**src/hdl/rv_core_pkg.sv**
```systemverilog
// Core package: opcodes, ALU operations, instruction formats, reset PC and response codes.
`default_nettype none

package rv_core_pkg;

	localparam int XLEN = 32;

	// First fetch address after reset.
	localparam logic [XLEN-1:0] RESET_PC = 32'h0;

	// Read response code, the only one the memory returns.
	localparam logic [1:0] RESP_OKAY = 2'b00;

	typedef enum logic [6:0] {
		OPC_OP     = 7'b0110011,
		OPC_OP_IMM = 7'b0010011,
		OPC_LUI    = 7'b0110111,
		OPC_BRANCH = 7'b1100011,
		OPC_JAL    = 7'b1101111
	} opcode_e;

	typedef enum logic [2:0] {
		ALU_ADD,
		ALU_SUB,
		ALU_AND,
		ALU_OR,
		ALU_XOR,
		ALU_PASS_B
	} alu_op_e;

	// Field layouts, most significant field first.
	typedef struct packed {
		logic [6:0] funct7;
		logic [4:0] rs2;
		logic [4:0] rs1;
		logic [2:0] funct3;
		logic [4:0] rd;
		opcode_e    opcode;
	} r_fmt_t;

	typedef struct packed {
		logic [11:0] imm;
		logic [4:0]  rs1;
		logic [2:0]  funct3;
		logic [4:0]  rd;
		opcode_e     opcode;
	} i_fmt_t;

	typedef struct packed {
		logic       imm12;
		logic [5:0] imm10_5;
		logic [4:0] rs2;
		logic [4:0] rs1;
		logic [2:0] funct3;
		logic [3:0] imm4_1;
		logic       imm11;
		opcode_e    opcode;
	} b_fmt_t;

	typedef struct packed {
		logic [19:0] imm;
		logic [4:0]  rd;
		opcode_e     opcode;
	} u_fmt_t;

	typedef struct packed {
		logic       imm20;
		logic [9:0] imm10_1;
		logic       imm11;
		logic [7:0] imm19_12;
		logic [4:0] rd;
		opcode_e    opcode;
	} j_fmt_t;

	// One instruction word, seen through any of its formats.
	typedef union packed {
		r_fmt_t r;
		i_fmt_t i;
		b_fmt_t b;
		u_fmt_t u;
		j_fmt_t j;
	} inst_u;

endpackage

`default_nettype wire

```
**src/hdl/rv_result.sv**
```systemverilog
// Register file with two read ports and one write port, plus retire outputs.
`timescale 1ns/1ps
`default_nettype none

module rv_result import rv_core_pkg::*; (
	input  logic            clk,
	input  logic            rst,
	input  logic [4:0]      rs1_addr,
	input  logic [4:0]      rs2_addr,
	output logic [XLEN-1:0] rs1_data,
	output logic [XLEN-1:0] rs2_data,
	input  logic            exe_valid,
	input  logic [XLEN-1:0] exe_pc,
	input  logic [4:0]      exe_rd,
	input  logic            exe_we,
	input  logic [XLEN-1:0] exe_wdata,
	output logic            retire_valid,
	output logic [XLEN-1:0] retire_pc,
	output logic [4:0]      retire_rd,
	output logic [XLEN-1:0] retire_wdata
);

	// Entry 0 is never written.
	logic [XLEN-1:0] regs [32];

	assign rs1_data = (rs1_addr == 5'd0) ? '0 : regs[rs1_addr];
	assign rs2_data = (rs2_addr == 5'd0) ? '0 : regs[rs2_addr];

	always_ff @(posedge clk) begin
		if (rst) begin
			for (int i = 0; i < 32; i++)
				regs[i] <= '0;
		end else if (exe_valid && exe_we && exe_rd != 5'd0) begin
			regs[exe_rd] <= exe_wdata;
		end
	end

	always_ff @(posedge clk) begin
		if (rst)
			retire_valid <= 1'b0;
		else
			retire_valid <= exe_valid;
	end

	always_ff @(posedge clk) begin
		if (exe_valid) begin
			retire_pc    <= exe_pc;
			retire_rd    <= exe_rd;
			retire_wdata <= (exe_rd == 5'd0) ? '0 : exe_wdata;
		end
	end

	a_retire_gap: assert property (@(posedge clk) disable iff (rst)
		retire_valid |=> !retire_valid);

endmodule

`default_nettype wire

```
**config.mk**
```make
export PLATFORM = sky130hd
export DESIGN_NAME = rv_result
export DESIGN_NICKNAME = d
export VERILOG_FILES = /design/src/hdl/rv_core_pkg.sv /design/src/hdl/rv_result.sv
export SDC_FILE = /design/constraint.sdc
export NUM_CORES = 2
export LEC_CHECK = 0
export BUFFER_PORTS_ARGS = -buffer_cell sky130_fd_sc_hd__buf_2
export CAP_MARGIN = 40
export CELL_PAD_IN_SITES_DETAIL_PLACEMENT = 0
export CELL_PAD_IN_SITES_GLOBAL_PLACEMENT = 1
export CORE_ASPECT_RATIO = 0.5
export CORE_MARGIN = 2
export CORE_UTILIZATION = 33
export DETAILED_ROUTE_END_ITERATION = 8
export PLACE_DENSITY = 0.58
export SLEW_MARGIN = 5
export SYNTH_ARGS = -nofsm -noshare
export SYNTH_HDL_FRONTEND = slang
export SYNTH_SLANG_ARGS = --single-unit
export TNS_END_PERCENT = 100
```
**constraint.sdc**
```tcl
create_clock -name clk -period 5.2 [get_ports clk]
set_input_delay 0.78 -clock clk [delete_from_list [all_inputs] [get_ports clk]]
set_output_delay 0.78 -clock clk [all_outputs]
set_load 0.1 [all_outputs]
```
==> out/qor.txt <==
total placed cells including tap cells -> 6081
Max Cap Violations -> 0
delay-heaviest family, CP -> compound AO/OA/AOI/OAI gates
WP buf/inv -> 3
Die H -> 299 um
HPWL after detailed placement -> 130 mm
CP Depth -> 7
Worst EP required -> 4420 ps
Tmin final -> 4460 ps
first-pass GRT wire length -> 284 mm
crit-path max FO -> 58
Layout Utilization -> 0.381
RSZ-0062 raised after global routing -> no
most frequent cells in the layout -> edfxtp_1 (1093), and2_1 (1026), mux4_2 (448)
clk root buf -> clkbuf_16
pin count of the biggest net entering global routing -> 82
IO Pins -> 217
final wirelength -> 203 mm
crit path from -> rs1_addr[2]
Core Region -> 173000 um2
DRC viols -> 0
Chip Width -> 593 um
Tcrit/Tclk final -> 0.859
Post-CTS Setup Inserts -> 0
Syn Area/Cell -> 15.4 um2
Area Growth Syn to Fin -> 15.0%
clock net sink count -> 1094
H-Tree Level Count -> 3
Nets -> 3967
Fin. Hold Viols -> 0
GRT Util Overall -> 0.228
FILL cells -> 15900
DP Area -> 62300 um2
number of vias per cell -> 5.62
CP max stage cell -> a311oi_1
leakage -> 22.6 nW
clock slew at reported path FFs -> 60 ps
Post-Syn Area -> 57200 um2
Fin Setup TNS -> 0 ps
pin slew with the least headroom to its limit -> 987 ps
multi-input logic area -> 22600 um2
standard-cell rows -> 108
PD cells -> 338 nW/um2
sequential cell area fraction in the yosys report -> 0.574
initial antenna violation count -> 21
final antenna-violating net count -> 0
library cells used by synthesis -> 40
Synth Instances -> 3727
cts hold-fix bufs -> 0
post-route cell area -> 65900 um2
Initial Util -> 0.331
PortBufs -> 216
Avg WL per Cell -> 32.3 um
CTS tree -> yes
Critical Path End -> rs1_data[2]
FF+latch area -> 32800 um2
GPL Wtd Cong -> 0.922
Final setup viols -> 0
max incr delay on CP -> 770 ps
CP Cell Sequence -> buf_8 -> buf_4 -> mux2i_1 -> a221oi_1 -> o21ai_0 -> a311oi_1 -> buf_12
Hold WC Path Type -> in -> reg
most common cell after layout, fill and taps aside -> edfxtp_1
yosys warns -> 0
kind of critical path -> in -> out
status -> finished, final reports clean
crit end category -> output port
total CTS buffers -> 110
CTS resizes -> 0
maximum VDD drop -> 0.000237 V
Max Fclk -> 224 MHz
startpoint types -> input port
CTS max path bufs -> 3
Worst EP arrival -> 3680 ps
Synth Register Bits -> 1094
Pre-antenna DRT Iters -> 5
DRT iter0 DRCs -> 4874
vias after detailed routing -> 35300
share of layout cells above drive strength 1 -> 0.292
Post-Layout Cell Count -> 6291
slew margin rel. -> 0.335
Slew Limit Fails -> 0
Die Area -> 177000 um2
grt ovf -> 0
vias in the first global route -> 35000
[sequential cells by signal (all words and copies together) (netlist names)]
| signal | count |
|---|---|
| retire_pc | 32 |
| retire_wdata | 32 |
| retire_rd | 5 |
| regs | 1024 |
| retire_valid | 1 |
[cells in the mapped netlist, drive strengths merged]
master | count | share of area
a211oi | 64 | 0.0084
a221oi | 47 | 0.0073
a22oi | 64 | 0.0084
a311oi | 64 | 0.0098
and2 | 1026 | 0.11
and2b | 2 | 0.00035
and3b | 1 | 0.00015
buf | 153 | 0.020
clkbuf | 250 | 0.016
conb | 1 | 0.000066
dfxtp | 1 | 0.00035
edfxtp | 1093 | 0.57
inv | 2 | 0.00013
mux2 | 64 | 0.013
mux2i | 128 | 0.022
mux4 | 448 | 0.18
nand2 | 36 | 0.0024
nand2b | 4 | 0.00044
nand3 | 3 | 0.00048
nand3b | 5 | 0.0011
nor2 | 29 | 0.0020
nor2b | 67 | 0.0073
nor3 | 10 | 0.0017
o2111ai | 17 | 0.0026
o21ai | 111 | 0.0097
or2 | 33 | 0.0036
or3 | 2 | 0.00031
or4 | 2 | 0.00039
[layer usage]
metal / track usage / wire, um
met1: 0.338 / 89700
met2: 0.336 / 88900
met3: 0.0616 / 21200
met4: 0.0428 / 3600
met5: 0 / 42
[kinds of logic (layout without fill, tap and decap cells)]
| logic type | after synthesis | in the layout | synth area share |
|---|---|---|---|
| and+or+nand+nor | 1220 | 1220 | 0.132 |
| muxes | 640 | 640 | 0.211 |
| buffers and inverters | 405 | 621 | 0.0365 |
| AOI/OAI and AO/OA | 367 | 367 | 0.0462 |
| DFF | 1094 | 1094 | 0.574 |
| other | 1 | 39 | 0.0000655 |
[where the power goes]
group | internal, mW | switching, mW
clock | 4.39 | 3.63
sequential | 10.2 | 0.235
combinational | 1.31 | 2.50
total | 15.9 | 6.37
[layout make-up]
class / count / share of cell area
antenna: 7 / 0.000266
clock buffer: 134 / 0.0438
clock inverter: 68 / 0.00946
inverter: 2 / 0.000152
multi-input combinational: 2259 / 0.343
sequential: 1094 / 0.499
tap: 2310 / 0.0439
timing repair buffer: 417 / 0.0612
[per-stage QoR]
stage                     hold WS [ps]  total power, mW  setup slack [ps]
after floorplan                    852             12.9               207
after global placement             957             14.3               591
after detailed placement           959             14.4               594
after CTS                          170             22.4               593
after global routing               187             22.9               560
final                              227             22.3               735
[worst min-delay path by stage]
stage	startpoint	end	depth (start not counted)
6_report	exe_pc[1]	retire_pc[1]	1
5_1_grt	exe_pc[28]	retire_pc[28]	1
4_1_cts	exe_pc[1]	retire_pc[1]	1
3_5_place_dp	exe_pc[28]	retire_pc[28]	1
3_3_place_gp	exe_pc[15]	retire_pc[15]	1
2_1_floorplan	rst	retire_valid	1
No activity file was read; power rests on OpenSTA's default activity.
