File: config.mk
export PLATFORM = sky130hd
export DESIGN_NAME = rv_execute
export DESIGN_NICKNAME = d
export VERILOG_FILES = /design/src/hdl/rv_core_pkg.sv /design/src/hdl/rv_execute.sv
export SDC_FILE = /design/constraint.sdc
export NUM_CORES = 1
export LEC_CHECK = 0
export BUFFER_PORTS_ARGS = -buffer_cell sky130_fd_sc_hd__buf_2
export CORE_ASPECT_RATIO = 0.6
export CORE_MARGIN = 10
export CORE_UTILIZATION = 50
export DETAILED_ROUTE_END_ITERATION = 10
export PLACE_DENSITY = 0.76
export REMOVE_ABC_BUFFERS = 1
export SYNTH_ARGS = -nofsm -noshare
export SYNTH_HDL_FRONTEND = slang
export SYNTH_SLANG_ARGS = --single-unit
File: constraint.sdc
create_clock -name clk -period 5.68 [get_ports clk]
set_input_delay 1.136 -clock clk [delete_from_list [all_inputs] [get_ports clk]]
set_output_delay 1.136 -clock clk [all_outputs]
set_load 0.01 [all_outputs]
File: src/hdl/rv_core_pkg.sv
// Core package: opcodes, ALU operations, instruction formats, reset PC and response codes.
`default_nettype none

package rv_core_pkg;

	localparam int XLEN = 32;

	// First fetch address after reset.
	localparam logic [XLEN-1:0] RESET_PC = 32'h0;

	// Read response code, the only one the memory returns.
	localparam logic [1:0] RESP_OKAY = 2'b00;

	typedef enum logic [6:0] {
		OPC_OP     = 7'b0110011,
		OPC_OP_IMM = 7'b0010011,
		OPC_LUI    = 7'b0110111,
		OPC_BRANCH = 7'b1100011,
		OPC_JAL    = 7'b1101111
	} opcode_e;

	typedef enum logic [2:0] {
		ALU_ADD,
		ALU_SUB,
		ALU_AND,
		ALU_OR,
		ALU_XOR,
		ALU_PASS_B
	} alu_op_e;

	// Field layouts, most significant field first.
	typedef struct packed {
		logic [6:0] funct7;
		logic [4:0] rs2;
		logic [4:0] rs1;
		logic [2:0] funct3;
		logic [4:0] rd;
		opcode_e    opcode;
	} r_fmt_t;

	typedef struct packed {
		logic [11:0] imm;
		logic [4:0]  rs1;
		logic [2:0]  funct3;
		logic [4:0]  rd;
		opcode_e     opcode;
	} i_fmt_t;

	typedef struct packed {
		logic       imm12;
		logic [5:0] imm10_5;
		logic [4:0] rs2;
		logic [4:0] rs1;
		logic [2:0] funct3;
		logic [3:0] imm4_1;
		logic       imm11;
		opcode_e    opcode;
	} b_fmt_t;

	typedef struct packed {
		logic [19:0] imm;
		logic [4:0]  rd;
		opcode_e     opcode;
	} u_fmt_t;

	typedef struct packed {
		logic       imm20;
		logic [9:0] imm10_1;
		logic       imm11;
		logic [7:0] imm19_12;
		logic [4:0] rd;
		opcode_e    opcode;
	} j_fmt_t;

	// One instruction word, seen through any of its formats.
	typedef union packed {
		r_fmt_t r;
		i_fmt_t i;
		b_fmt_t b;
		u_fmt_t u;
		j_fmt_t j;
	} inst_u;

endpackage

`default_nettype wire

File: src/hdl/rv_execute.sv
// Execute stage: ALU, branch compare and redirect target.
`timescale 1ns/1ps
`default_nettype none

module rv_execute import rv_core_pkg::*; (
	input  logic            clk,
	input  logic            rst,
	input  logic            dec_valid,
	input  logic [XLEN-1:0] dec_pc,
	input  logic [4:0]      dec_rd,
	input  logic            dec_we,
	input  alu_op_e         dec_alu_op,
	input  logic [XLEN-1:0] dec_a,
	input  logic [XLEN-1:0] dec_b,
	input  logic [XLEN-1:0] dec_rs2_val,
	input  logic            dec_branch,
	input  logic            dec_bne,
	input  logic            dec_jal,
	input  logic [XLEN-1:0] dec_imm,
	output logic            exe_valid,
	output logic [XLEN-1:0] exe_pc,
	output logic [4:0]      exe_rd,
	output logic            exe_we,
	output logic [XLEN-1:0] exe_wdata,
	output logic            redirect_taken,
	output logic [XLEN-1:0] redirect_pc
);

	logic [XLEN-1:0] alu_res;
	logic [XLEN-1:0] wdata;
	logic            br_taken;

	always_comb begin
		case (dec_alu_op)
			ALU_SUB:    alu_res = dec_a - dec_b;
			ALU_AND:    alu_res = dec_a & dec_b;
			ALU_OR:     alu_res = dec_a | dec_b;
			ALU_XOR:    alu_res = dec_a ^ dec_b;
			ALU_PASS_B: alu_res = dec_b;
			default:    alu_res = dec_a + dec_b;
		endcase
	end

	// Link value for JAL.
	assign wdata = dec_jal ? dec_pc + XLEN'(4) : alu_res;

	// BNE inverts the equality result.
	assign br_taken = dec_branch && ((dec_a == dec_rs2_val) != dec_bne);

	always_ff @(posedge clk) begin
		if (rst) begin
			exe_valid      <= 1'b0;
			redirect_taken <= 1'b0;
		end else begin
			exe_valid <= dec_valid;
			if (dec_valid)
				redirect_taken <= br_taken || dec_jal;
		end
	end

	always_ff @(posedge clk) begin
		if (dec_valid) begin
			exe_pc      <= dec_pc;
			exe_rd      <= dec_we ? dec_rd : 5'd0;
			exe_we      <= dec_we;
			exe_wdata   <= wdata;
			redirect_pc <= dec_pc + dec_imm;
		end
	end

	a_target_aligned: assert property (@(posedge clk) disable iff (rst)
		exe_valid && redirect_taken |-> redirect_pc[1:0] == 2'b00);

endmodule

`default_nettype wire

==> results.sh <==
export IMPL_clk_latency_ns=0.36
export IMPL_status="complete, no violations"
export IMPL_critPathTopFamily="simple AND/OR/NAND/NOR gates"
export IMPL_peakVddDrop_mv=0.1952
export IMPL_fillers=1870
export IMPL_die_x_microns=207.9
export IMPL_synth_fa_ha_area_share_pct=15.50
export IMPL_maxCapViolations=0
export IMPL_r2r_slack_ns=5.01
export IMPL_tns_ns=0
export IMPL_cts_resized=0
export IMPL_path_cells="buf_2 -> or4_4 -> nor4_4 -> and2_2 -> a31oi_1 -> xnor2_1 -> ha_1 -> nand2_1 -> or4_1 -> o211ai_1 -> o21ba_2 -> o41ai_2 -> xor2_1 -> a211oi_1 -> a21oi_1"
export IMPL_cts_setup_buffers=0
export IMPL_vias=10210
export IMPL_fin_skew_ns=0
export IMPL_async_reset_ff_share_pct=0
export IMPL_synth_compound_area_share_pct=20.92
export IMPL_drc=0
export IMPL_post_route_period_util_pct=87.80
export IMPL_synth_most_common_cell="ha_1"
export IMPL_cpPeakStageDelay_ns=0.58
export IMPL_slowest_stage="or4_4"
export IMPL_drive_gt1_share_pct=22.81
export IMPL_dpl_hpwl_microns=29420
export IMPL_synth_largest_area_cell="edfxtp_1"
export IMPL_setup_viol=0
export IMPL_synth_xor_area_share_pct=11.75
export IMPL_multiInputGateArea_sq_mm=0.006937
export IMPL_synth_area_sq_mm=0.01059
export IMPL_yosysWarningCount=0
export IMPL_synth_seq_area_share_pct=29.31
export IMPL_clk_pin_slew_ns=0.08
export IMPL_synth_area_mux_share_pct=3.439
export IMPL_cts_buffers=9
export IMPL_p_leak_nw=5.572
export IMPL_synth_common_cells="ha_1, xnor2_1, edfxtp_1, a21oi_1, inv_1"
export IMPL_grt_pass1_vias=9926
export IMPL_cp_data_required_time_ns=5.76
export IMPL_clkSinkCount=104
export IMPL_antenna_found_initial=3
export IMPL_critPathKind="input port to register"
export IMPL_seqCellArea_sq_mm=0.003103
export IMPL_io_buffers=278
export IMPL_syn_avg_cell_area_sq_um=8.867
export IMPL_area_growth_pct=18.05
export IMPL_wire_per_inst_microns=20.83
export IMPL_root_buffer="clkbuf_16"
export IMPL_routed_wl_microns=36080
export IMPL_max_slew_margin_pct=35.31
export IMPL_grt_max_degree=68
export IMPL_fp_row_count=41
export IMPL_grt_ovfl_total=0
export IMPL_dieArea_sq_mm=0.02759
export IMPL_synthSimpleGateAreaFrac_pct=13.91
export IMPL_hold_violations=0
export IMPL_gp_congestion=1.002
export IMPL_drv_slew=0
export IMPL_cts_tree="yes"
export IMPL_ctsHoldBuffers=0
export IMPL_track_usage_pct=25.10
export IMPL_yosys_area_top_type_share_pct=28.93
export IMPL_ios=279
export IMPL_yosys_top_cells_area="edfxtp_1, ha_1, xnor2_1"
export IMPL_fin_crit_ns=4.987
export IMPL_drt_iter0_drc=1105
export IMPL_core_area_sq_mm=0.02093
export IMPL_clk_path_buf_depth=2
export IMPL_cp_max_fo=10
export IMPL_yosys_most_used_dff="edfxtp_1"
export IMPL_synth_edff_count=102
export IMPL_postRouteAntennaNets=0
export IMPL_synth_top_family_by_area="compound AO/OA/AOI/OAI gates"
export IMPL_initial_core_util_pct=50.59
export IMPL_rsz0062_at_grt="no"
export IMPL_synth_cells=1194
export IMPL_ys_types=77
export IMPL_htreeDepth=3
export IMPL_arrival_ns=5.06
export IMPL_max_freq_ghz=0.2005
export IMPL_worstHoldPathType="register to register"
export IMPL_die_height_microns=132.7
export IMPL_nets=1752
export IMPL_power_density_mw_per_mm2=214.1
export IMPL_critPathCaptureType="register"
export IMPL_grt_pass1_wl_microns=55810
export IMPL_finalCoreUtilization_pct=59.71
export IMPL_crit_buf_inv=1
export IMPL_drt_pass1_iter_count=5
export IMPL_synth_seq_cells=104
export IMPL_startpoint_type="input port"
export IMPL_routed_via_density=5.894
export IMPL_worst_pin_slew_ns=0.9704
## cell usage in the layout (no fill, tap or decap), types with 4 or more instances in the layout
| cell | n |
|---|---|
| o21ai_1 | 4 |
| o41ai_1 | 4 |
| a21o_1 | 26 |
| nand2_1 | 79 |
| inv_1 | 90 |
| o31ai_1 | 10 |
| o21ai_0 | 79 |
| edfxtp_1 | 102 |
| nand3_1 | 25 |
| or3_1 | 4 |
| o211ai_1 | 10 |
| o21a_1 | 8 |
| buf_2 | 277 |
| nor3_1 | 15 |
| clkbuf_16 | 9 |
| nor2_1 | 82 |
| a31oi_1 | 9 |
| a21oi_1 | 99 |
| ha_1 | 128 |
| and3_1 | 9 |
| mux2i_1 | 33 |
| nor4_1 | 8 |
| xnor2_1 | 111 |
| buf_4 | 12 |
| or4_1 | 5 |
| o22ai_1 | 15 |
| nand4_1 | 27 |
| nor2b_1 | 7 |
| a221o_1 | 4 |
| xor2_1 | 31 |
| a221oi_1 | 7 |
| a211oi_1 | 32 |
| nand2b_1 | 9 |
| a211o_1 | 5 |
| and2_1 | 10 |
## flip-flops by register name (all words and copies together) (netlist names)
name and count:
exe_pc 32, exe_rd 5, exe_valid 1, exe_wdata 32, exe_we 1, redirect_pc 32
redirect_taken 1
## layout make-up
cell class / instances / share of cell area (%)
Inverter: 91 / 2.733
Clock buffer: 10 / 1.832
Antenna cell: 2 / 0.04004
Clock inverter: 5 / 0.4605
Sequential cell: 104 / 24.83
Multi-Input combinational cell: 952 / 55.50
Timing Repair Buffer: 289 / 11.81
Tap cell: 279 / 2.793
## layer usage
layer  GRT usage [%]  routed length [microns]  vias to the layer above
met3           6.580                     3629                       40
met4           5.571                      648                        2
met1           34.84                    16440                     4774
met2           38.12                    15350                      516
li1                -                        -                     4877
met5               0                       13                        -
## cells by family (layout without fill, tap and decap cells)
kind of cell    Yosys count  in the layout
compound gates          346            346
flops                   104            104
xor+xnor                142            142
mux                      36             36
simple gates            298            298
other cells               0              2
buf+inv                 138            395
fa+ha+maj               130            130
## worst paths after layout
path / cells past startpoint / start / endpoint
hold / removal: 2 / redirect_taken$_SDFFE_PP0P_ / redirect_taken$_SDFFE_PP0P_
setup reg to reg: 2 / redirect_taken$_SDFFE_PP0P_ / redirect_taken$_SDFFE_PP0P_
setup / recovery: 15 / dec_b[8] / exe_wdata[30]$_DFFE_PP_
hold reg to reg: 2 / redirect_taken$_SDFFE_PP0P_ / redirect_taken$_SDFFE_PP0P_
## report_power, final
group	internal, mW	leakage [nW]	switching, mW
Combinational	0.425	4.43	0.632
Clock	0.340	0.133	0.293
Sequential	0.959	1.01	0.0269
Total	1.72	5.57	0.952
## worst register-to-register path, stage by stage (launching register included)
cell,delay [ns]
dfxtp_1,0.33
nor2_1,0.05
a211oi_1,0.22
## through the flow
step	setup WS, ns	std cells	total power, mW	hold WS, ns	cell area [sq um]
2_1_floorplan	0.9306	1147	1.625	0.5149	10380
4_1_cts	0.7940	1730	2.682	0.5043	12490
5_1_grt	0.4689	1731	2.832	0.5568	12500
3_3_place_gp	0.5049	1715	2.023	0.4852	12210
3_5_place_dp	0.3965	1715	2.042	0.4935	12210
6_report	0.6928	1732	2.676	0.5064	12500
No activity file was read; power rests on OpenSTA's default activity.
