## config.mk

```make
export PLATFORM = sky130hd
export DESIGN_NAME = rv_decode
export DESIGN_NICKNAME = d
export VERILOG_FILES = /design/src/hdl/rv_core_pkg.sv /design/src/hdl/rv_decode.sv
export SDC_FILE = /design/constraint.sdc
export NUM_CORES = 1
export LEC_CHECK = 0
export BUFFER_PORTS_ARGS = -buffer_cell sky130_fd_sc_hd__buf_2
export CAP_MARGIN = 20
export CORE_ASPECT_RATIO = 0.75
export CORE_UTILIZATION = 45
export CTS_BUF_LIST = sky130_fd_sc_hd__clkbuf_16
export DETAILED_ROUTE_END_ITERATION = 16
export PLACE_DENSITY = 0.77
export SLEW_MARGIN = 20
export SYNTH_ARGS = -nofsm -noshare
export SYNTH_HDL_FRONTEND = slang
export SYNTH_SLANG_ARGS = --single-unit
```

## constraint.sdc

```tcl
create_clock -name clk -period 2 [get_ports clk]
set_input_delay 0.2 -clock clk [delete_from_list [all_inputs] [get_ports clk]]
set_output_delay 0.2 -clock clk [all_outputs]
set_load 0.05 [all_outputs]
```

## src/hdl/rv_core_pkg.sv

```systemverilog
// Core package: opcodes, ALU operations, instruction formats, reset PC and response codes.
`default_nettype none

package rv_core_pkg;

	localparam int XLEN = 32;

	// First fetch address after reset.
	localparam logic [XLEN-1:0] RESET_PC = 32'h0;

	// Read response code, the only one the memory returns.
	localparam logic [1:0] RESP_OKAY = 2'b00;

	typedef enum logic [6:0] {
		OPC_OP     = 7'b0110011,
		OPC_OP_IMM = 7'b0010011,
		OPC_LUI    = 7'b0110111,
		OPC_BRANCH = 7'b1100011,
		OPC_JAL    = 7'b1101111
	} opcode_e;

	typedef enum logic [2:0] {
		ALU_ADD,
		ALU_SUB,
		ALU_AND,
		ALU_OR,
		ALU_XOR,
		ALU_PASS_B
	} alu_op_e;

	// Field layouts, most significant field first.
	typedef struct packed {
		logic [6:0] funct7;
		logic [4:0] rs2;
		logic [4:0] rs1;
		logic [2:0] funct3;
		logic [4:0] rd;
		opcode_e    opcode;
	} r_fmt_t;

	typedef struct packed {
		logic [11:0] imm;
		logic [4:0]  rs1;
		logic [2:0]  funct3;
		logic [4:0]  rd;
		opcode_e     opcode;
	} i_fmt_t;

	typedef struct packed {
		logic       imm12;
		logic [5:0] imm10_5;
		logic [4:0] rs2;
		logic [4:0] rs1;
		logic [2:0] funct3;
		logic [3:0] imm4_1;
		logic       imm11;
		opcode_e    opcode;
	} b_fmt_t;

	typedef struct packed {
		logic [19:0] imm;
		logic [4:0]  rd;
		opcode_e     opcode;
	} u_fmt_t;

	typedef struct packed {
		logic       imm20;
		logic [9:0] imm10_1;
		logic       imm11;
		logic [7:0] imm19_12;
		logic [4:0] rd;
		opcode_e    opcode;
	} j_fmt_t;

	// One instruction word, seen through any of its formats.
	typedef union packed {
		r_fmt_t r;
		i_fmt_t i;
		b_fmt_t b;
		u_fmt_t u;
		j_fmt_t j;
	} inst_u;

endpackage

`default_nettype wire

```

## src/hdl/rv_decode.sv

```systemverilog
// Decode stage: format split, immediates, ALU controls and register reads.
`timescale 1ns/1ps
`default_nettype none

module rv_decode import rv_core_pkg::*; (
	input  logic            clk,
	input  logic            rst,
	input  logic            fetch_valid,
	input  logic [XLEN-1:0] fetch_inst,
	input  logic [XLEN-1:0] fetch_pc,
	input  logic [XLEN-1:0] rs1_data,
	input  logic [XLEN-1:0] rs2_data,
	output logic [4:0]      rs1_addr,
	output logic [4:0]      rs2_addr,
	output logic            dec_valid,
	output logic [XLEN-1:0] dec_pc,
	output logic [4:0]      dec_rd,
	output logic            dec_we,
	output alu_op_e         dec_alu_op,
	output logic [XLEN-1:0] dec_a,
	output logic [XLEN-1:0] dec_b,
	output logic [XLEN-1:0] dec_rs2_val,
	output logic            dec_branch,
	output logic            dec_bne,
	output logic            dec_jal,
	output logic [XLEN-1:0] dec_imm
);

	inst_u           inst;
	logic [XLEN-1:0] imm;
	alu_op_e         alu_op;
	logic            we;
	logic            supported;

	assign inst     = fetch_inst;
	assign rs1_addr = inst.r.rs1;
	assign rs2_addr = inst.r.rs2;

	always_comb begin
		imm    = '0;
		alu_op = ALU_ADD;
		we     = 1'b0;
		case (inst.r.opcode)
			OPC_OP: begin
				we = 1'b1;
				case (inst.r.funct3)
					3'b100:  alu_op = ALU_XOR;
					3'b110:  alu_op = ALU_OR;
					3'b111:  alu_op = ALU_AND;
					default: alu_op = inst.r.funct7[5] ? ALU_SUB : ALU_ADD;
				endcase
			end
			OPC_OP_IMM: begin
				we  = 1'b1;
				imm = {{20{inst.i.imm[11]}}, inst.i.imm};
			end
			OPC_LUI: begin
				we     = 1'b1;
				alu_op = ALU_PASS_B;
				imm    = {inst.u.imm, 12'b0};
			end
			// Branch and jump offsets are even by encoding.
			OPC_BRANCH: imm = {{19{inst.b.imm12}}, inst.b.imm12, inst.b.imm11,
				inst.b.imm10_5, inst.b.imm4_1, 1'b0};
			OPC_JAL: begin
				we  = 1'b1;
				imm = {{11{inst.j.imm20}}, inst.j.imm20, inst.j.imm19_12, inst.j.imm11,
					inst.j.imm10_1, 1'b0};
			end
			default: ;
		endcase
	end

	always_comb begin
		case (inst.r.opcode)
			OPC_OP: supported = (inst.r.funct7 == 7'b0000000 &&
				inst.r.funct3 inside {3'b000, 3'b100, 3'b110, 3'b111}) ||
				(inst.r.funct7 == 7'b0100000 && inst.r.funct3 == 3'b000);
			OPC_OP_IMM:       supported = inst.i.funct3 == 3'b000;
			OPC_BRANCH:       supported = inst.b.funct3[2:1] == 2'b00;
			OPC_LUI, OPC_JAL: supported = 1'b1;
			default:          supported = 1'b0;
		endcase
	end

	always_ff @(posedge clk) begin
		if (rst)
			dec_valid <= 1'b0;
		else
			dec_valid <= fetch_valid;
	end

	always_ff @(posedge clk) begin
		if (fetch_valid) begin
			dec_pc      <= fetch_pc;
			dec_rd      <= inst.r.rd;
			dec_we      <= we;
			dec_alu_op  <= alu_op;
			dec_a       <= rs1_data;
			dec_b       <= (inst.r.opcode == OPC_OP) ? rs2_data : imm;
			dec_rs2_val <= rs2_data;
			dec_branch  <= inst.r.opcode == OPC_BRANCH;
			dec_bne     <= inst.b.funct3[0];
			dec_jal     <= inst.r.opcode == OPC_JAL;
			dec_imm     <= imm;
		end
	end

	a_supported: assert property (@(posedge clk) disable iff (rst)
		fetch_valid |-> supported);

endmodule

`default_nettype wire

```

==> summary.md, run 1 <==
| Metric | Value |
|---|---|
| Status | complete, no violations |
| # diodes | 0 |
| Critical Path, Cell by Cell | buf_2 -> nor3b_4 -> a22oi_2 -> nor2_1 -> a22o_2 |
| Largest area contributor in the netlist | edfxtp_1 |
| Synth Instances | 294 |
| CTS root buf | clkbuf_16 |
| Die footprint | 14280 µm² |
| Iteration-0 DRC Markers | ~320 |
| Min Tclk post-route | between 1.5 and 2 ns |
| Post-Syn Area | 6210 µm² |
| Post-synth net total | ~430 |
| DRC | 0 |
| Final number of hold-violating endpoints | 0 |
| CTS tree | done |
| YS warnings | 0 |
| Worst setup path startpoint | fetch_inst[5] |
| Yosys top cell area share | between 80 and 90% |
| Final Setup Violations | 0 |
| Max-cap viol count | 0 |
| Clock Path Buffers | 2 |
| Post-synth ARST share | 0% |
| Die X | ~140 µm |
| Largest net degree at the start of global routing | 58 |
| Clk slew on worst S/H paths | around 0.070 ns |
| Rows | 36 |
| Ports | 314 |
| Final Non-Filler Cells | ~900 |
| Layout Nets | roughly 840 |
| Static Leakage | 4.220 nW |
| CTS Buf Count | 17 |
| Synth top area cells | edfxtp_1 83%, a21o_1 3.3%, a221o_1 3.1%, buf_4 1.8%, a22o_2 0.97% |
| Sequential fraction of the synthesis area | a little over four fifths |
| EDFF count, synth | 172 |
| Die H | 103.7 µm |
| Post-CTS Setup Bufs | 0 |
| Distinct cell type count after synthesis | 39 |
| Final wirelength | between 15000 and 20000 µm |
| Starting Density | 46.89% |
| Critical Path AT | 1.83 ns |
| Startpoint types | input port |
| Relative slew slack | between 30% and 40% |
| Peak VDD IR | approximately 0.74 mV |
| Slew @ Worst Pin | roughly 0.94 ns |
| First-pass GRT wire length | 25760 µm |
| F_max | 0.6488 GHz |
| PortBufs | about 310 |
| Core area | about 13000 µm² |
| Final period util | about 77% |
| Crit path required time | between 2 and 2.5 ns |
| Pwr/cell area | 985.5 nW/µm² |
| Most common library cells after synthesis | 172 x edfxtp_1, 27 x a21o_1, 19 x a221o_1 |
| DR vias | between 4000 and 5000 |
| Yosys reg bits | between 150 and 200 |
| Routed Antenna Nets | 0 |
| Global placer's final weighted congestion | around 0.84 |
| CP max stage cell | nor2_1 |
| GRT overflow | 0 |
| Cell with the most instances after synthesis | edfxtp_1 |
| HP Start | fetch_inst[12] |
| Gr usage total | ~25% |
| Final total negative setup slack | 0 ns |
| Mean cell area of the mapped netlist | between 20 and 25 µm² |
| Routed vias/inst | roughly 5.1 |
| DR pass1 iterations | 5 |
| Initial antenna violation count | 0 |
| CP Capture Type | register |
| P&R area growth vs syn | 53.86% |
| Share of layout cells above drive strength 1 | slightly above 50% |
| Vias in the first global route | ~4800 |
| Final Max Tran Viols | 0 |
| Cell Count Post-Placement | 763 |
| Worst path max stage delay | 0.73 ns |
| CP Max Fanout | 12 |
| Sink Count | around 170 |
| H-tree depth | 4 |
| CP Class | in -> reg |
| Unrepaired setup endpoints after global routing | false |
| Hpwl dp | 11020 µm |
| Post-synth top flop | edfxtp_1 |
| DR WL/cell | a little under 20 µm |
| Path type of the worst min-delay path | in -> reg |
-- where the power goes --
part | total (mW) | switching, mW | internal [mW]
logic | 1.68 | 1.25 | 0.432
clock network | 3.40 | 1.42 | 1.98
registers | 4.33 | 0.0758 | 4.26
total | 9.42 | 2.74 | 6.67
-- layout by cell type (no fill, tap or decap), types with 4 or more instances in the layout --
| cell type | synthesis | final |
|---|---|---|
| and2_2 | 6 | 6 |
| edfxtp_1 | 172 | 172 |
| buf_2 | 2 | 312 |
| a22o_1 | 4 | 4 |
| dlygate4sd3_1 | 0 | 102 |
| a221o_1 | 19 | 19 |
| buf_12 | 0 | 4 |
| a22o_2 | 6 | 6 |
| nor2_1 | 4 | 4 |
| clkbuf_16 | 0 | 17 |
| clkinvlp_4 | 0 | 4 |
| a21o_1 | 27 | 27 |
-- timing repair --
item	4_1_cts	5_1_grt
hold buffers	102	0
gates resized for setup	0	0
hold endpoints to repair	102	0
endpoints found under the setup margin	0	0
-- layer usage --
| layer | global-route usage (%) | vias up | wire length (µm) |
|---|---|---|---|
| li1 | - | 2035 | - |
| met1 | 26.84 | 2222 | 6354 |
| met2 | 44.69 | 253 | 9349 |
| met3 | 8.272 | 34 | 1379 |
| met4 | 9.498 | 0 | 409 |
| met5 | 0 | - | 0 |
-- logic make-up after synthesis --
logic type             Yosys count  share of synthesized area [%]
AO/OA/AOI/OAI                   66                          9.248
XOR/XNOR                         1                         0.1411
buffers and inverters           23                          2.942
AND/OR/NAND/NOR                 31                          4.171
flip-flops                     173                          83.50
-- state kept, by name, indices dropped and copies added (netlist names), 3 cells and up --
register,count
dec_a,32
dec_b,32
dec_imm,32
dec_pc,32
dec_rs2_val,32
dec_rd,5
dec_alu_op,3
-- per-stage QoR --
step	power, mW	cell area [µm²]	setup slack (ns)	hold slack, ns	utilization (%)
2_1_floorplan	5.417	6210	0.5719	0.2716	-
3_3_place_gp	5.885	7925	0.1043	0.3576	59.85
3_5_place_dp	5.910	7925	0.007932	0.3584	59.85
4_1_cts	9.418	9554	0.4329	0.07426	72.15
5_1_grt	9.682	9554	0.3058	0.08891	72.15
6_report	9.415	9554	0.4586	0.09916	72.15
-- path summary, 6_finish.rpt --
check,endpoint,slack (ns),cells past startpoint
worst min-delay path,dec_bne$_DFFE_PP_,0.1,1
worst max-delay path,dec_b[7]$_DFFE_PP_,0.46,5
-- final cells by class --
cell class	instances	area, µm²
sequential	173	5185
fill	883	3689
timing repair buffer	422	2696
multi-input combinational	98	847.1
clock buffer	17	425.4
tap	171	214.0
clock inverter	15	182.7
inverter	1	3.754
-- worst max-delay path, delay by kind of cell --
kind / cells / cell delay [ns]
AND/OR/NAND/NOR: 2 / 1.04
AO/OA/AOI/OAI: 2 / 0.45
buffers and inverters: 1 / 0.14
(Power assumes the default switching activity.)
==> inputs of run 2 (changes only) <==
- ABC_AREA: default -> 1
- CORE_UTILIZATION: 45 -> 46
- PLACE_DENSITY: 0.77 -> 0.78
- clock period: 2 -> 1.55 ns (I/O delays scaled with it)
==> summary.md, run 2 <==
| Metric | Value |
|---|---|
| Cell with the most instances after synthesis | edfxtp_1 |
| # diodes | 0 |
| Sequential fraction of the synthesis area | between 80% and 90% |
| CTS tree | done |
| Hpwl dp | ~12000 µm |
| CP Class | in -> reg |
| Starting Density | 47.97% |
| Hold_buf cts | a little over 100 |
| Core area | between 10000 and 15000 µm² |
| YS warnings | 0 |
| Gr usage total | 26.76% |
| Clock share of power | a little over a third |
| Min Tclk post-route | roughly 1.4 ns |
| Sw Ratio | between 20 and 30% |
| GRT overflow | 0 |
| Post-CTS Setup Bufs | 0 |
| Int Pwr | roughly 8.6 mW |
| Ports | around 310 |
| Routed Antenna Nets | 0 |
| Final hold slack | roughly 0.052 ns |
| Path type of the worst min-delay path | in -> reg |
| Post-synth net total | between 500 and 600 |
| Unrepaired setup endpoints after global routing | false |
| Top Layer Used | met5 |
| Yosys reg bits | around 170 |
| Met2 wire length | between 10000 and 15000 µm |
| Distinct cell type count after synthesis | 18 |
| Met1 Wirelength | 6616 µm |
| Vias in the first global route | between 5000 and 6000 |
| Routed length on met3 | approximately 1800 µm |
| Yosys top cell area share | between 80 and 90% |
| Post-layout util | between 70% and 80% |
| Synth Instances | ~400 |
| Resize count post-CTS | 0 |
| Largest area contributor in the netlist | edfxtp_1 |
| Final Max Tran Viols | 0 |
| Peak VDD IR | about 1.3 mV |
| Clk slew on worst S/H paths | around 0.070 ns |
| Largest net degree at the start of global routing | between 40 and 50 |
| DRC | 0 |
| CP Max Fanout | 13 |
| Crit path required time | approximately 1.8 ns |
| Post-Place Worst Slack | -0.2458 ns |
| Static Leakage | between 4 and 5 nW |
| Initial antenna violation count | 1 |
| Relative slew slack | about two fifths |
| Share of layout cells above drive strength 1 | a little under half |
| Iteration-0 DRC Markers | approximately 400 |
| Final number of hold-violating endpoints | 0 |
| Clock Path Buffers | 2 |
| Max-cap viol count | 0 |
| Routed vias/inst | 4.887 |
| Synth top area cells | edfxtp_1 82%, nand2_1 5.5%, nand3_1 4.6%, nand2_2 2.0%, inv_1 1.2% |
| CP Capture Type | register |
| Comb pwr share | about 18% |
| Mean cell area of the mapped netlist | between 15 and 20 µm² |
| P&R area growth vs syn | 54.51% |
| Post-Syn Area | about 6300 µm² |
| Status | complete, no violations |
| DR pass1 iterations | 5 |
| Pwr/cell area | 1245 nW/µm² |
| Most frequent cells in the layout | 312 x buf_2, 172 x edfxtp_1, 103 x dlygate4sd3_1, 92 x nand2_1, 58 x nand3_1 |
| Global placer's final weighted congestion | between 0.8 and 0.9 |
| Die footprint | about 14000 µm² |
| Rows | 36 |
| Hold Path Sink | dec_imm[16]$_DFFE_PP_ |
| First-pass GRT wire length | ~28000 µm |
| DR WL/cell | 18.33 µm |
| Die X | between 100 and 150 µm |
| Critical Path AT | between 1.5 and 2 ns |
| PortBufs | between 300 and 400 |
| Final wirelength | 18790 µm |
| Layout Nets | approximately 970 |
| H-tree depth | 4 |
| CTS root buf | clkbuf_16 |
| Die H | slightly above 100 µm |
| Final total negative setup slack | 0 ns |
| Hold path depth | 3 |
| F_max | 0.7327 GHz |
| Final Worst Setup Slack | between 0.15 and 0.2 ns |
| CTS Buf Count | 17 |
| Slew @ Worst Pin | roughly 0.9 ns |
| Final Setup Violations | 0 |
| Post-synth ARST share | 0% |
| Total Power | 12.18 mW |
| DR vias | approximately 5000 |
| Final period util | 88.05% |
| EDFF count, synth | about 170 |
| Startpoint types | input port |
| Post-synth top flop | edfxtp_1 |
| NetSw | 3.566 mW |
| Sink Count | 173 |
| Most frequent standard cell in the layout excluding fill and tap cells | buf_2 |
| HP Start | fetch_inst[16] |
| Most common library cells after synthesis | 172 x edfxtp_1, 93 x nand2_1, 58 x nand3_1 |
| Part of the power in registers | between 40% and 50% |
## run 2: critical path, cell delays in order
cell and delay [ns]:
buf_2 0.11, nand2_1 0.06, nor2_1 0.69, nand2_1 0.20, nand2_2 0.22, nand2_1 0.11
nand3_1 0.10
## run 2: cell families (layout without fill, tap and decap cells)
| group | count (synthesis) | count (layout) | share of synthesized area [%] |
|---|---|---|---|
| simple gates | 193 | 193 | 14.25 |
| flops | 173 | 173 | 81.90 |
| buf+inv | 43 | 485 | 3.617 |
| compound gates | 3 | 3 | 0.2371 |
## run 2: worst max path at each step
stage                  start                  end  slack, ns  cells past startpoint
6_report       fetch_inst[5]  dec_b[14]$_DFFE_PP_       0.19                      7
5_1_grt        fetch_inst[5]  dec_b[16]$_DFFE_PP_      0.006                      7
4_1_cts        fetch_inst[5]  dec_b[16]$_DFFE_PP_       0.20                      7
3_5_place_dp   fetch_inst[5]  dec_b[16]$_DFFE_PP_      -0.25                      7
3_3_place_gp   fetch_inst[5]  dec_b[19]$_DFFE_PP_      -0.19                      7
2_1_floorplan  fetch_inst[1]  dec_b[28]$_DFFE_PP_       0.32                      7
## run 2: stage by stage
step	area, µm²	std cells
finish	9782	1025
global route	9782	1025
CTS	9782	1025
detailed placement	8139	890
global placement	8139	890
floorplan	6331	412
## run 2: layout make-up
class | count | area [µm²]
Timing Repair Buffer | 431 | 2766
Fill cell | 813 | 3416
Clock buffer | 17 | 425.4
Clock inverter | 15 | 186.4
Multi-Input combinational cell | 196 | 922.1
Sequential cell | 173 | 5185
Tap cell | 171 | 214.0
Inverter | 22 | 82.58
## run 2: layer usage
metal / track usage (%) / vias to the layer above
li1: - / 2334
met1: 27.76 / 2364
met2: 48.67 / 280
met3: 9.692 / 29
met4: 9.498 / 2
met5: 0 / -
## run 2: power by group through the flow
stage | logic, mW | clock network [mW] | registers (mW)
global route | 2.24 | 4.64 | 5.62
detailed placement | 1.94 | 0 | 5.68
global placement | 1.92 | 0 | 5.67
finish | 2.16 | 4.42 | 5.59
CTS | 2.15 | 4.42 | 5.59
floorplan | 0.125 | 0 | 6.85
